## src/design/mmu_defs.svh

```systemverilog
// tlb geometry and power-up fill constants
`ifndef MMU_DEFS_SVH
`define MMU_DEFS_SVH

// ========================================
// geometry
// ========================================
`define TLB_WAYS 4                     // ways, each one dual-port ram
`define TLB_SETS 64                    // sets per way
`define TLB_IDX_W 6                    // log2 of TLB_SETS

// ========================================
// power-up fill of the last way
// ========================================
// maps the top 256 KiB of the address space onto itself
`define FILL_PPN_BASE 14'h3fff         // upper ppn bits, set index fills the rest
`define FILL_TAG 14'h3fff              // vaddr[31:18] of the boot region

`endif
```

## src/design/mmu_pkg.sv

```systemverilog
// tlb width typedefs, entry layout, port structs and maintenance fsm states
`include "mmu_defs.svh"

package mmu_pkg;

	// ========================================
	// widths with a meaning
	// ========================================
	typedef logic [31:0] vaddr_t;                // virtual address, 4 KiB pages
	typedef logic [31:0] paddr_t;                // physical address
	typedef logic [7:0] asid_t;                  // address space id
	typedef logic [13:0] vtag_t;                 // vaddr[31:18]
	typedef logic [19:0] ppn_t;                  // physical page number
	typedef logic [`TLB_IDX_W-1:0] tlb_idx_t;    // vaddr[17:12]
	typedef logic [1:0] way_t;                   // way number
	typedef logic [3:0] acr_t;                   // {cacheable, read, write, execute}

	// one tlb entry, 52 bits
	typedef struct packed {
		logic  valid;
		logic  glob;     // global page, asid ignored
		asid_t asid;
		vtag_t tag;
		ppn_t  ppn;
		acr_t  uacr;     // user mode rights
		acr_t  sacr;     // system mode rights
	} tlb_entry_t;

	// translation request
	typedef struct packed {
		vaddr_t vaddr;
		asid_t  asid;
		logic   sys_mode;   // selects sacr over uacr
		logic   xlat_en;    // low passes the address through
	} tlb_req_t;

	// translation response
	typedef struct packed {
		paddr_t paddr;
		acr_t   acr;
		logic   miss;
	} tlb_resp_t;

	// maintenance command, read when we is low
	typedef struct packed {
		logic       we;
		way_t       way;
		tlb_idx_t   index;
		tlb_entry_t entry;
	} tlb_cmd_t;

	typedef enum logic {
		ST_FILL,   // power-up fill of the last way
		ST_RUN     // software commands
	} maint_state_t;

endpackage

```

## src/design/tlb_lookup.sv

```systemverilog
// tlb_lookup, two-stage translation pipeline on ram port B with result register
`timescale 1ns/1ps
`include "mmu_defs.svh"

module tlb_lookup (
	input  logic                                clk_g,
	input  logic                                rst_i,
	input  logic                                fill_busy_i,
	// request side
	input  logic                                req_valid_i,
	output logic                                req_ready_o,
	input  mmu_pkg::tlb_req_t                   req_i,
	// response side
	output logic                                resp_valid_o,
	input  logic                                resp_ready_i,
	output mmu_pkg::tlb_resp_t                  resp_o,
	// port B of every way
	output logic                                ram_en_o,
	output mmu_pkg::tlb_idx_t                   ram_idx_o,
	input  mmu_pkg::tlb_entry_t [`TLB_WAYS-1:0] ram_rdata_i
);

	logic                stall;        // response waiting on the consumer
	logic                req_acc;
	logic                s1_valid_q;
	mmu_pkg::tlb_req_t   s1_req_q;     // request whose entries are on port B
	logic                hit;
	mmu_pkg::tlb_entry_t hit_e;        // winning entry
	mmu_pkg::tlb_resp_t  resp_d;

	// ========================================
	// handshake
	// ========================================
	assign stall       = resp_valid_o & ~resp_ready_i;
	assign req_ready_o = ~fill_busy_i & ~stall;   // no lookups until the boot map is in
	assign req_acc     = req_valid_i & req_ready_o;

	// ram reads in parallel with stage one, held low while stalled
	assign ram_en_o  = req_acc;
	assign ram_idx_o = req_i.vaddr[17:12];

	// ========================================
	// stage one, capture request
	// ========================================
	always_ff @(posedge clk_g) begin
		if (rst_i)
			s1_valid_q <= 1'b0;
		else if (!stall)
			s1_valid_q <= req_acc;
	end

	always_ff @(posedge clk_g) begin
		if (req_acc)
			s1_req_q <= req_i;
	end

	// ========================================
	// stage two, compare and form result
	// ========================================
	// later ways override, so the highest numbered hit wins
	always_comb begin
		int w;
		hit   = 1'b0;
		hit_e = '0;
		for (w = 0; w < `TLB_WAYS; w++) begin
			if (ram_rdata_i[w].valid &&
			    ram_rdata_i[w].tag == mmu_pkg::vtag_t'(s1_req_q.vaddr[31:18]) &&
			    (ram_rdata_i[w].glob || ram_rdata_i[w].asid == s1_req_q.asid)) begin
				hit   = 1'b1;
				hit_e = ram_rdata_i[w];
			end
		end
	end

	always_comb begin
		resp_d = '0;   // miss leaves paddr and acr at zero
		if (!s1_req_q.xlat_en) begin
			resp_d.paddr = s1_req_q.vaddr;   // translation off, flat mapping
			resp_d.acr   = 4'hf;
		end else if (hit) begin
			resp_d.paddr = {hit_e.ppn, s1_req_q.vaddr[11:0]};
			resp_d.acr   = s1_req_q.sys_mode ? hit_e.sacr : hit_e.uacr;
		end else begin
			resp_d.miss = 1'b1;
		end
	end

	// result register, frozen together with stage one
	always_ff @(posedge clk_g) begin
		if (rst_i)
			resp_valid_o <= 1'b0;
		else if (!stall)
			resp_valid_o <= s1_valid_q;
	end

	always_ff @(posedge clk_g) begin
		if (!stall && s1_valid_q)
			resp_o <= resp_d;
	end

endmodule

```

## config.mk

```make
export PLATFORM = sky130hd
export DESIGN_NAME = tlb_lookup
export DESIGN_NICKNAME = d
export VERILOG_FILES = /design/src/design/mmu_pkg.sv /design/src/design/tlb_lookup.sv
export VERILOG_INCLUDE_DIRS = /design/src /design/src/design
export SDC_FILE = /design/constraint.sdc
export NUM_CORES = 1
export LEC_CHECK = 0
export BUFFER_PORTS_ARGS = -buffer_cell sky130_fd_sc_hd__buf_2
export CORE_AREA = 2 2 118 120
export CTS_CLUSTER_DIAMETER = 200
export DETAILED_ROUTE_END_ITERATION = 16
export DIE_AREA = 0 0 120 122
export HOLD_SLACK_MARGIN = 0.12
export PLACE_DENSITY_LB_ADDON = 0.08
export SLEW_MARGIN = 40
export SYNTH_ARGS = -nofsm -noshare
export SYNTH_HDL_FRONTEND = slang
export SYNTH_SLANG_ARGS = --single-unit
```

## constraint.sdc

```tcl
create_clock -name clk_g -period 3.65 [get_ports clk_g]
set_clock_uncertainty 0.15 [all_clocks]
set_input_delay 0 -clock clk_g [delete_from_list [all_inputs] [get_ports clk_g]]
set_output_delay 0 -clock clk_g [all_outputs]
set_load 0.05 [all_outputs]
```

==> out/metrics.csv <==
stage,metric,value,unit
status,status,"complete, no violations",
cells_and_area,multi-input gate area in the final layout,2170,µm²
timing,Final Hold Viols,0,
power_and_ir_drop,Peak VDD IR,0.000277,V
synth,Syn Std Cell Area,4840,µm²
global_route,Global Route Usage Sum,24.0,%
cells_and_area,final net count,1030,
timing,Worst Max-Slew Pin Slew,0.828,ns
routing,Iteration-0 DRC Markers,292,
synth,register area share after synthesis,49.8,%
cells_and_area,layout cells sized above 1,44.4,%
cts,Worst-path clk slew,0.07,ns
cells_and_area,Area Overhead vs Synth,55.7,%
synth,Syn. warnings,0,
routing,routed via count,4879,
synth,Mapped Cells,413,
hold_path,worst hold path depth,4,
synth,Netlist cell types,39,
cts,Clock Sinks,81,
global_route,first-pass GRT wire length,26300,µm
cells_and_area,Fill cells,1253,
setup_path,CP arrival,3.57,ns
synth,Synth Net Count,668,
global_route,GRT Max-Usage Layer,met2,
timing,Final Setup Violations,0,
floorplan,FP Rows,43,
routing,Detail Route Antenna Nets,0,
cts,CTS H-tree depth,3,
timing,minimum clock period,3.51,ns
routing,residual DRC count,0,
timing,RSZ-0062 raised after global routing,false,
routing,drt pass-1 iters,4,
cells_and_area,final non-filler cell area,7540,µm²
placed_design,Placed Area,6410,µm²
routing,vias per cell,5.08,
placed_design,post-detail-place hpwl,13600,µm
global_route,grt met2 use,43.2,%
global_route,largest net degree at the start of global routing,45,
cts,CTS tree,done,
synth,Post-synth EDFFs,79,
power_and_ir_drop,Leak,3.24,nW
floorplan,die area,14600,µm²
timing,Max transition margin,43.4,%
setup_path,crit path capture type,flip-flop,
synth,Yosys reg bits,81,
synth,top cell type's share of synthesized area,49.0,%
global_route,met3 Track Usage GR,4.59,%
synth,cell accounting for the most synthesized area,edfxtp_1,
timing,Slew Limit Fails,0,
global_route,met1 Usage GRT,28.3,%
placed_design,port bufs,300,
synth,synth cell count leaders,"edfxtp_1, xnor2_1, nor2_1",
synth,syn_area_per_cell,11.7,µm²
synth,Post-synth top flop,edfxtp_1,
setup_path,R2R depth,7,
hold_path,Hold/Removal Path Class,primary input to flip-flop,
timing,Final TNS setup,0,ns
cts,CTS buffer count,9,
global_route,vias in the first global route,4943,
routing,wire length per cell,18.9,µm
setup_path,Worst EP required,3.71,ns
cts,clk_lat worst skew,0.34,ns
power_and_ir_drop,Cell Pwr Density,320,nW/µm²
timing,Tcrit/Tclk final,96.2,%
timing,final hold slack,0.131,ns
cells_and_area,Reg area,2410,µm²
floorplan,Die Height,122,µm
routing,Post-Route WL,18100,µm
timing,Peak Freq,0.285,GHz
cts,Root Buffer,clkbuf_16,
cts,maximum root-to-sink buffer count,2,
setup_path,Worst Path Max Fanout,29,
synth,Post-synth ARST share,0,%
synth,top post-synthesis cells by area,"edfxtp_1, xnor2_1, xor2_1",
floorplan,core box area,13500,µm²
floorplan,Initial Util,35.9,%
setup_path,crit path launch type,flip-flop,
placed_design,GPL Wtd Cong,0.851,
floorplan,chip width,120,µm
global_route,grt total ovfl,0,
flow_run,# Max-Cap Violations,0,
floorplan,Ports,301,
global_route,initial antenna violation count,2,
synth,most common cell in the netlist,edfxtp_1,
setup_path,critical path class,flip-flop to flip-flop,
## worst paths after layout
path | from | end | slack, ns
max reg2reg | s1_req_q[29]$_DFFE_PP_ | resp_o[26]$_DFFE_PP_ | 0.14
min reg2reg | s1_req_q[12]$_DFFE_PP_ | resp_o[7]$_DFFE_PP_ | 0.36
max | s1_req_q[29]$_DFFE_PP_ | resp_o[26]$_DFFE_PP_ | 0.14
min | ram_rdata_i[109] | resp_o[2]$_SDFFCE_PN1P_ | 0.13
## stage by stage
step	total power, mW	std cells	util (%)	setup WS (ns)
after floorplan	1.29	413	-	0.220
after global placement	1.48	858	47.0	0.0777
after detailed placement	1.49	860	47.5	0.0759
after CTS	2.43	960	55.7	0.0602
after global routing	2.51	961	55.9	0.00633
final	2.42	961	55.9	0.139
## timing repair
action / CTS / global route
endpoints found under the hold margin: 64 / 0
resized for setup: 0 / 3
setup endpoints to repair: 0 / 3
buffers inserted: 0 / 0
hold buffers: 84 / 0
## registers in the layout (all words and copies together) (netlist names)
register,flops
resp_o,37
s1_valid_q,1
s1_req_q,42
resp_valid_o,1
## worst max-delay path, stage by stage (launching register included)
cell and delay [ns]:
edfxtp_1 0.56, xnor2_1 0.24, nand4_1 0.13, or4_4 0.54, or2_2 0.55, buf_4 0.32
a2111oi_0 0.75, a21o_1 0.14
## routing by layer
metal | share of wire, % | vias up
met5 | 0.072 | -
met4 | 2.6 | 2
met3 | 7.2 | 34
met2 | 51 | 262
met1 | 39 | 2306
li1 | - | 2275
## cell usage in the layout (no fill, tap or decap), types with 6 or more instances in the layout
| master | count |
|---|---|
| buf_2 | 300 |
| buf_4 | 6 |
| a21o_1 | 20 |
| a2111oi_0 | 10 |
| a2111oi_2 | 8 |
| xor2_1 | 30 |
| edfxtp_1 | 79 |
| nand4_1 | 13 |
| clkbuf_16 | 9 |
| dlygate4sd3_1 | 84 |
| xnor2_1 | 58 |
| nor2_1 | 51 |
| a221oi_1 | 28 |
| nor4_1 | 7 |
| and2_1 | 13 |
## area by class of cell
class / instances / area share (%)
timing repair buffer: 392 / 32.4
clock inverter: 7 / 0.697
sequential: 81 / 32.0
clock buffer: 9 / 2.99
multi-input combinational: 287 / 28.7
inverter: 4 / 0.199
antenna: 1 / 0.0332
tap: 180 / 2.99
## power by group
part	switching (mW)	internal, mW
combinational	0.212	0.239
clock	0.407	0.468
sequential	0.0292	1.06
## cell families after synthesis
kind of cell | count (synthesis) | synth area share (%)
muxes | 4 | 0.930
xor gates and xnor gates | 88 | 15.9
buffers and inverters | 45 | 5.94
DFF | 81 | 49.8
and+or+nand+nor | 108 | 11.6
AOI/OAI and AO/OA | 87 | 15.8
No activity file was read; power rests on OpenSTA's default activity.
