### config.mk
export PLATFORM = sky130hd
export DESIGN_NAME = tlb_maint
export DESIGN_NICKNAME = d
export VERILOG_FILES = /design/src/design/mmu_pkg.sv /design/src/design/tlb_maint.sv
export VERILOG_INCLUDE_DIRS = /design/src /design/src/design
export SDC_FILE = /design/constraint.sdc
export NUM_CORES = 1
export LEC_CHECK = 0
export ABC_AREA = 1
export BUFFER_PORTS_ARGS = -buffer_cell sky130_fd_sc_hd__buf_2
export CELL_PAD_IN_SITES_DETAIL_PLACEMENT = 0
export CELL_PAD_IN_SITES_GLOBAL_PLACEMENT = 1
export CORE_AREA = 3 3 152 154
export DETAILED_ROUTE_END_ITERATION = 6
export DIE_AREA = 0 0 155 157
export MAX_ROUTING_LAYER = met4
export PLACE_DENSITY_LB_ADDON = 0.05
export SKIP_LAST_GASP = 1
export SYNTH_ARGS = -nofsm -noshare
export SYNTH_HDL_FRONTEND = slang
export SYNTH_SLANG_ARGS = --single-unit
### constraint.sdc
create_clock -name clk_g -period 1.7 [get_ports clk_g]
set_input_delay 0.51 -clock clk_g [delete_from_list [all_inputs] [get_ports clk_g]]
set_output_delay 0.51 -clock clk_g [all_outputs]
set_load 0.005 [all_outputs]
### src/design/mmu_defs.svh
// tlb geometry and power-up fill constants
`ifndef MMU_DEFS_SVH
`define MMU_DEFS_SVH

// ========================================
// geometry
// ========================================
`define TLB_WAYS 4                     // ways, each one dual-port ram
`define TLB_SETS 64                    // sets per way
`define TLB_IDX_W 6                    // log2 of TLB_SETS

// ========================================
// power-up fill of the last way
// ========================================
// maps the top 256 KiB of the address space onto itself
`define FILL_PPN_BASE 14'h3fff         // upper ppn bits, set index fills the rest
`define FILL_TAG 14'h3fff              // vaddr[31:18] of the boot region

`endif
### src/design/mmu_pkg.sv
// tlb width typedefs, entry layout, port structs and maintenance fsm states
`include "mmu_defs.svh"

package mmu_pkg;

	// ========================================
	// widths with a meaning
	// ========================================
	typedef logic [31:0] vaddr_t;                // virtual address, 4 KiB pages
	typedef logic [31:0] paddr_t;                // physical address
	typedef logic [7:0] asid_t;                  // address space id
	typedef logic [13:0] vtag_t;                 // vaddr[31:18]
	typedef logic [19:0] ppn_t;                  // physical page number
	typedef logic [`TLB_IDX_W-1:0] tlb_idx_t;    // vaddr[17:12]
	typedef logic [1:0] way_t;                   // way number
	typedef logic [3:0] acr_t;                   // {cacheable, read, write, execute}

	// one tlb entry, 52 bits
	typedef struct packed {
		logic  valid;
		logic  glob;     // global page, asid ignored
		asid_t asid;
		vtag_t tag;
		ppn_t  ppn;
		acr_t  uacr;     // user mode rights
		acr_t  sacr;     // system mode rights
	} tlb_entry_t;

	// translation request
	typedef struct packed {
		vaddr_t vaddr;
		asid_t  asid;
		logic   sys_mode;   // selects sacr over uacr
		logic   xlat_en;    // low passes the address through
	} tlb_req_t;

	// translation response
	typedef struct packed {
		paddr_t paddr;
		acr_t   acr;
		logic   miss;
	} tlb_resp_t;

	// maintenance command, read when we is low
	typedef struct packed {
		logic       we;
		way_t       way;
		tlb_idx_t   index;
		tlb_entry_t entry;
	} tlb_cmd_t;

	typedef enum logic {
		ST_FILL,   // power-up fill of the last way
		ST_RUN     // software commands
	} maint_state_t;

endpackage

### src/design/tlb_maint.sv
// tlb_maint, power-up fill sequencer and software read/write port on ram port A
`timescale 1ns/1ps
`include "mmu_defs.svh"

module tlb_maint (
	input  logic                                clk_g,
	input  logic                                rst_i,
	// command port
	input  logic                                cmd_valid_i,
	output logic                                cmd_ready_o,
	input  mmu_pkg::tlb_cmd_t                   cmd_i,
	// read-back, one cycle after the read is accepted
	output logic                                rd_valid_o,
	output mmu_pkg::tlb_entry_t                 rd_entry_o,
	// holds the lookup off until the boot mapping exists
	output logic                                fill_busy_o,
	// port A of every way
	output logic                                ram_en_o,
	output logic [`TLB_WAYS-1:0]                ram_we_o,
	output mmu_pkg::tlb_idx_t                   ram_idx_o,
	output mmu_pkg::tlb_entry_t                 ram_wdata_o,
	input  mmu_pkg::tlb_entry_t [`TLB_WAYS-1:0] ram_rdata_i
);

	mmu_pkg::maint_state_t state_q;
	mmu_pkg::tlb_idx_t     fill_cnt_q;   // set being filled
	mmu_pkg::tlb_entry_t   fill_entry;
	logic                  cmd_acc;      // command handshake
	logic                  rd_pend_q;    // read issued last cycle
	mmu_pkg::way_t         rd_way_q;     // way to return

	assign cmd_ready_o = (state_q == mmu_pkg::ST_RUN);   // always ready once running
	assign cmd_acc     = cmd_valid_i & cmd_ready_o;
	assign fill_busy_o = (state_q == mmu_pkg::ST_FILL);

	// ========================================
	// fill fsm
	// ========================================
	// one set per cycle, TLB_SETS cycles then run
	always_ff @(posedge clk_g) begin
		if (rst_i) begin
			state_q    <= mmu_pkg::ST_FILL;
			fill_cnt_q <= '0;
		end else begin
			case (state_q)
				mmu_pkg::ST_FILL: begin
					fill_cnt_q <= fill_cnt_q + 1'b1;
					if (fill_cnt_q == mmu_pkg::tlb_idx_t'(`TLB_SETS - 1))
						state_q <= mmu_pkg::ST_RUN;   // last set written this cycle
				end
				default: state_q <= mmu_pkg::ST_RUN;   // stays here until reset
			endcase
		end
	end

	// boot mapping, identity on the top region
	always_comb begin
		fill_entry       = '0;
		fill_entry.valid = 1'b1;
		fill_entry.glob  = 1'b1;                          // matches any asid
		fill_entry.tag   = `FILL_TAG;
		fill_entry.ppn   = {`FILL_PPN_BASE, fill_cnt_q};  // index gives the low ppn bits
		fill_entry.uacr  = 4'hf;
		fill_entry.sacr  = 4'hf;
	end

	// ========================================
	// port A drive
	// ========================================
	always_comb begin
		int w;
		ram_we_o = '0;
		if (state_q == mmu_pkg::ST_FILL) begin
			ram_en_o                 = 1'b1;
			ram_we_o[`TLB_WAYS-1]    = 1'b1;   // fill goes to the last way only
			ram_idx_o                = fill_cnt_q;
			ram_wdata_o              = fill_entry;
		end else begin
			ram_en_o    = cmd_acc;        // reads and writes both need the port
			ram_idx_o   = cmd_i.index;
			ram_wdata_o = cmd_i.entry;
			// software names the way, decode to one-hot
			for (w = 0; w < `TLB_WAYS; w++)
				ram_we_o[w] = cmd_acc & cmd_i.we & (cmd_i.way == mmu_pkg::way_t'(w));
		end
	end

	// ========================================
	// read-back
	// ========================================
	always_ff @(posedge clk_g) begin
		if (rst_i)
			rd_pend_q <= 1'b0;
		else
			rd_pend_q <= cmd_acc & ~cmd_i.we;   // single cycle pulse per read
	end

	always_ff @(posedge clk_g) begin
		if (cmd_acc)
			rd_way_q <= cmd_i.way;   // ram data lands next cycle, pick it then
	end

	assign rd_valid_o = rd_pend_q;
	assign rd_entry_o = ram_rdata_i[rd_way_q];

endmodule

==> metrics.txt <==
TNS Setup -15150 ps; Max-slew headroom 0.856; DR WL/cell roughly 17 um; later-pin clock latency in the skew report 240 ps; Hold Vio Cnt, Final 0; post-DP HPWL 14200 um; post-synthesis cell count around 450; Synth Net Count 718; WS Path Type flip-flop to output pin; FP Rows 54; Port-buffer cells between 300 and 400; Hold Crit Class primary input to flip-flop; layout overhead on the synthesized area 131%; Final Power between 1 and 1.5 mW; Pwr Density 193 nW/um2; H-tree levels 1; drt total wl just under 20000 um; Seq/Total Area, Yosys 0.0798; Tmin final 2010 ps; CTS Sinks 10; Placeable Area 21800 um2; largest area contributor in the netlist o21ai_0; critical path arrival 1500 ps; Clock Pin Slew Worst Setup and Hold Paths 40 ps; M1 wire length between 7000 and 8000 um; Post-route DRC 0; final slew viol count 0; Leak 3.16 nW; clk root buf clkbuf_16; metal3 WL 1480 um; 1st-pass router iterations 4; f_max 497 MHz; # setup viols final 91; Synth area leaders o21ai_0, o22ai_2, nor2_4; Yosys reg bits 10; via count 4776; global placement routability congestion just under 0.9; Synth top area share 0.169; Die Width approximately 160 um; Netlist Area Pre-Place around 2800 um2; vias in the first global route 4741; failing checks setup timing; gr ovfl total 0; distinct cell type count after synthesis 23; Die ar. 24300 um2; Critical Path Sink Type output pin; CTS Buf Count 3; Die H between 150 and 200 um; GRT Util Overall 0.138; Routed Antenna Nets 0; Post-Route Skew 0.725 ps; ratio of cells with drive above 1 in the final layout 0.699; io pins 390; RSZ-0062 raised after global routing yes; Required @ worst endpoint 1190 ps; YS warnings 0; setup ws final -312 ps; initial antenna violation count 6; CP Max Fanout 7; top routing layer used met4; global-route wire length before repair 26200 um; post-route cell area ~6400 um2; measured slew at the worst slew-check pin 214 ps; critical path startpoint category flip-flop; Hold Slack 453 ps; Layout Nets 1125; MaxCap Viol Count 0; Initial DRC Count 183; CTS Buffer Depth 2; Final Cycle Share 1.18; DR vias/cell approximately 4.2; Peak VDD IR 0.221 mV; starting density of the core 0.126; pin count of the biggest net entering global routing 35; status finished with violations; DR WL met2 roughly 10000 um; TritonCTS clock tree done; Area after DPL 5110 um2; average instance area after synthesis 6.20 um2
-- power breakdown --
group	total, mW	internal (mW)	leakage [nW]	switching (mW)
Clock	0.425	0.309	0.0386	0.116
Combinational	0.546	0.328	3.04	0.218
Sequential	0.256	0.248	0.0839	0.00882
Total	1.23	0.885	3.16	0.343
-- Yosys cell counts --
library cell and count:
a21oi_1 3, buf_12 3, buf_2 15, buf_4 2, buf_6 3, buf_8 1
clkbuf_1 16, dfxtp_1 8, edfxtp_1 2, ha_1 1, inv_1 16, inv_2 4
nand2_1 48, nand3_1 5, nor2_1 86, nor2_4 30, nor3_1 3, o21ai_0 93
o21ai_1 15, o22ai_1 22, o22ai_2 30, or2_1 9, or2_2 30
-- cell families (layout without fill, tap and decap cells) --
group                      after synthesis  count (layout)  synth area share
other                                    0               7                 0
adders and majority gates                1               1           0.00453
AOI/OAI and AO/OA                      163             163             0.387
buffers and inverters                   60             466             0.121
DFF                                     10              10            0.0798
and+or+nand+nor                        211             211             0.408
-- final timing paths --
check | endpoint | slack, ps | startpoint | depth (start not counted)
setup / recovery | rd_entry_o[21] | -310 | rd_way_q[0] | 6
hold / removal | cmd_ready_o | 450 | rst_i | 2
setup reg to reg | fill_cnt_q[0] | 460 | cmd_ready_o | 6
hold reg to reg | cmd_ready_o | 520 | fill_cnt_q[5] | 2
-- routing by layer --
layer  vias up  track usage
li1       2342            -
met1      2171        0.150
met2       243        0.256
met3        20       0.0272
met4         0       0.0395
met5         -            -
-- final cells by class --
type | instances | area, um2
Timing Repair Buffer | 441 | 3040
Inverter | 20 | 119
Sequential cell | 10 | 224
Fill cell | 2450 | 15500
Clock inverter | 1 | 3.75
Clock buffer | 3 | 75.1
Antenna cell | 7 | 17.5
Multi-Input combinational cell | 375 | 2520
Tap cell | 280 | 350
Timing Repair inverter | 1 | 20.0
-- critical path, cell delays in order, from the launching register on --
cell and delay [ps]:
edfxtp_1 420, buf_12 200, buf_8 150, buf_12 130, o21ai_4 130, o22ai_2 80
buf_2 140
-- cells in the final DEF (no fill, tap or decap), types with 16 or more instances in the layout --
| master | netlist | layout |
|---|---|---|
| inv_1 | 16 | 16 |
| or2_4 | 0 | 30 |
| nor2_4 | 30 | 35 |
| buf_6 | 3 | 33 |
| o22ai_1 | 22 | 22 |
| buf_4 | 2 | 16 |
| buf_2 | 15 | 359 |
| nand2_1 | 48 | 43 |
| nor2_1 | 86 | 70 |
| o21ai_0 | 93 | 25 |
| o21ai_2 | 0 | 29 |
| o22ai_2 | 30 | 30 |
| o21ai_1 | 15 | 51 |
-- what timing repair did --
item / in CTS / in global routing
buffers inserted: 3 / 6
hold endpoints to repair: 0 / 0
hold buffers: 0 / 0
resized for setup: 72 / 170
setup endpoints to repair: 93 / 93
pin swaps: 16 / 9
cloned: 8 / 10
-- metrics by stage --
| stage | cells | util | setup slack (ps) |
|---|---|---|---|
| 2_1_floorplan | 445 | - | 136 |
| 3_3_place_gp | 1100 | 0.234 | -164 |
| 3_5_place_dp | 1100 | 0.234 | -196 |
| 4_1_cts | 1115 | 0.254 | -350 |
| 5_1_grt | 1137 | 0.292 | -373 |
| 6_report | 1138 | 0.292 | -312 |
-- sequential cells by signal, indices dropped and copies added (netlist names) --
signal	flops
fill_cnt_q	6
rd_way_q	2
cmd_ready_o	1
rd_valid_o	1
Note: power is estimated with default switching activity, not from simulation.
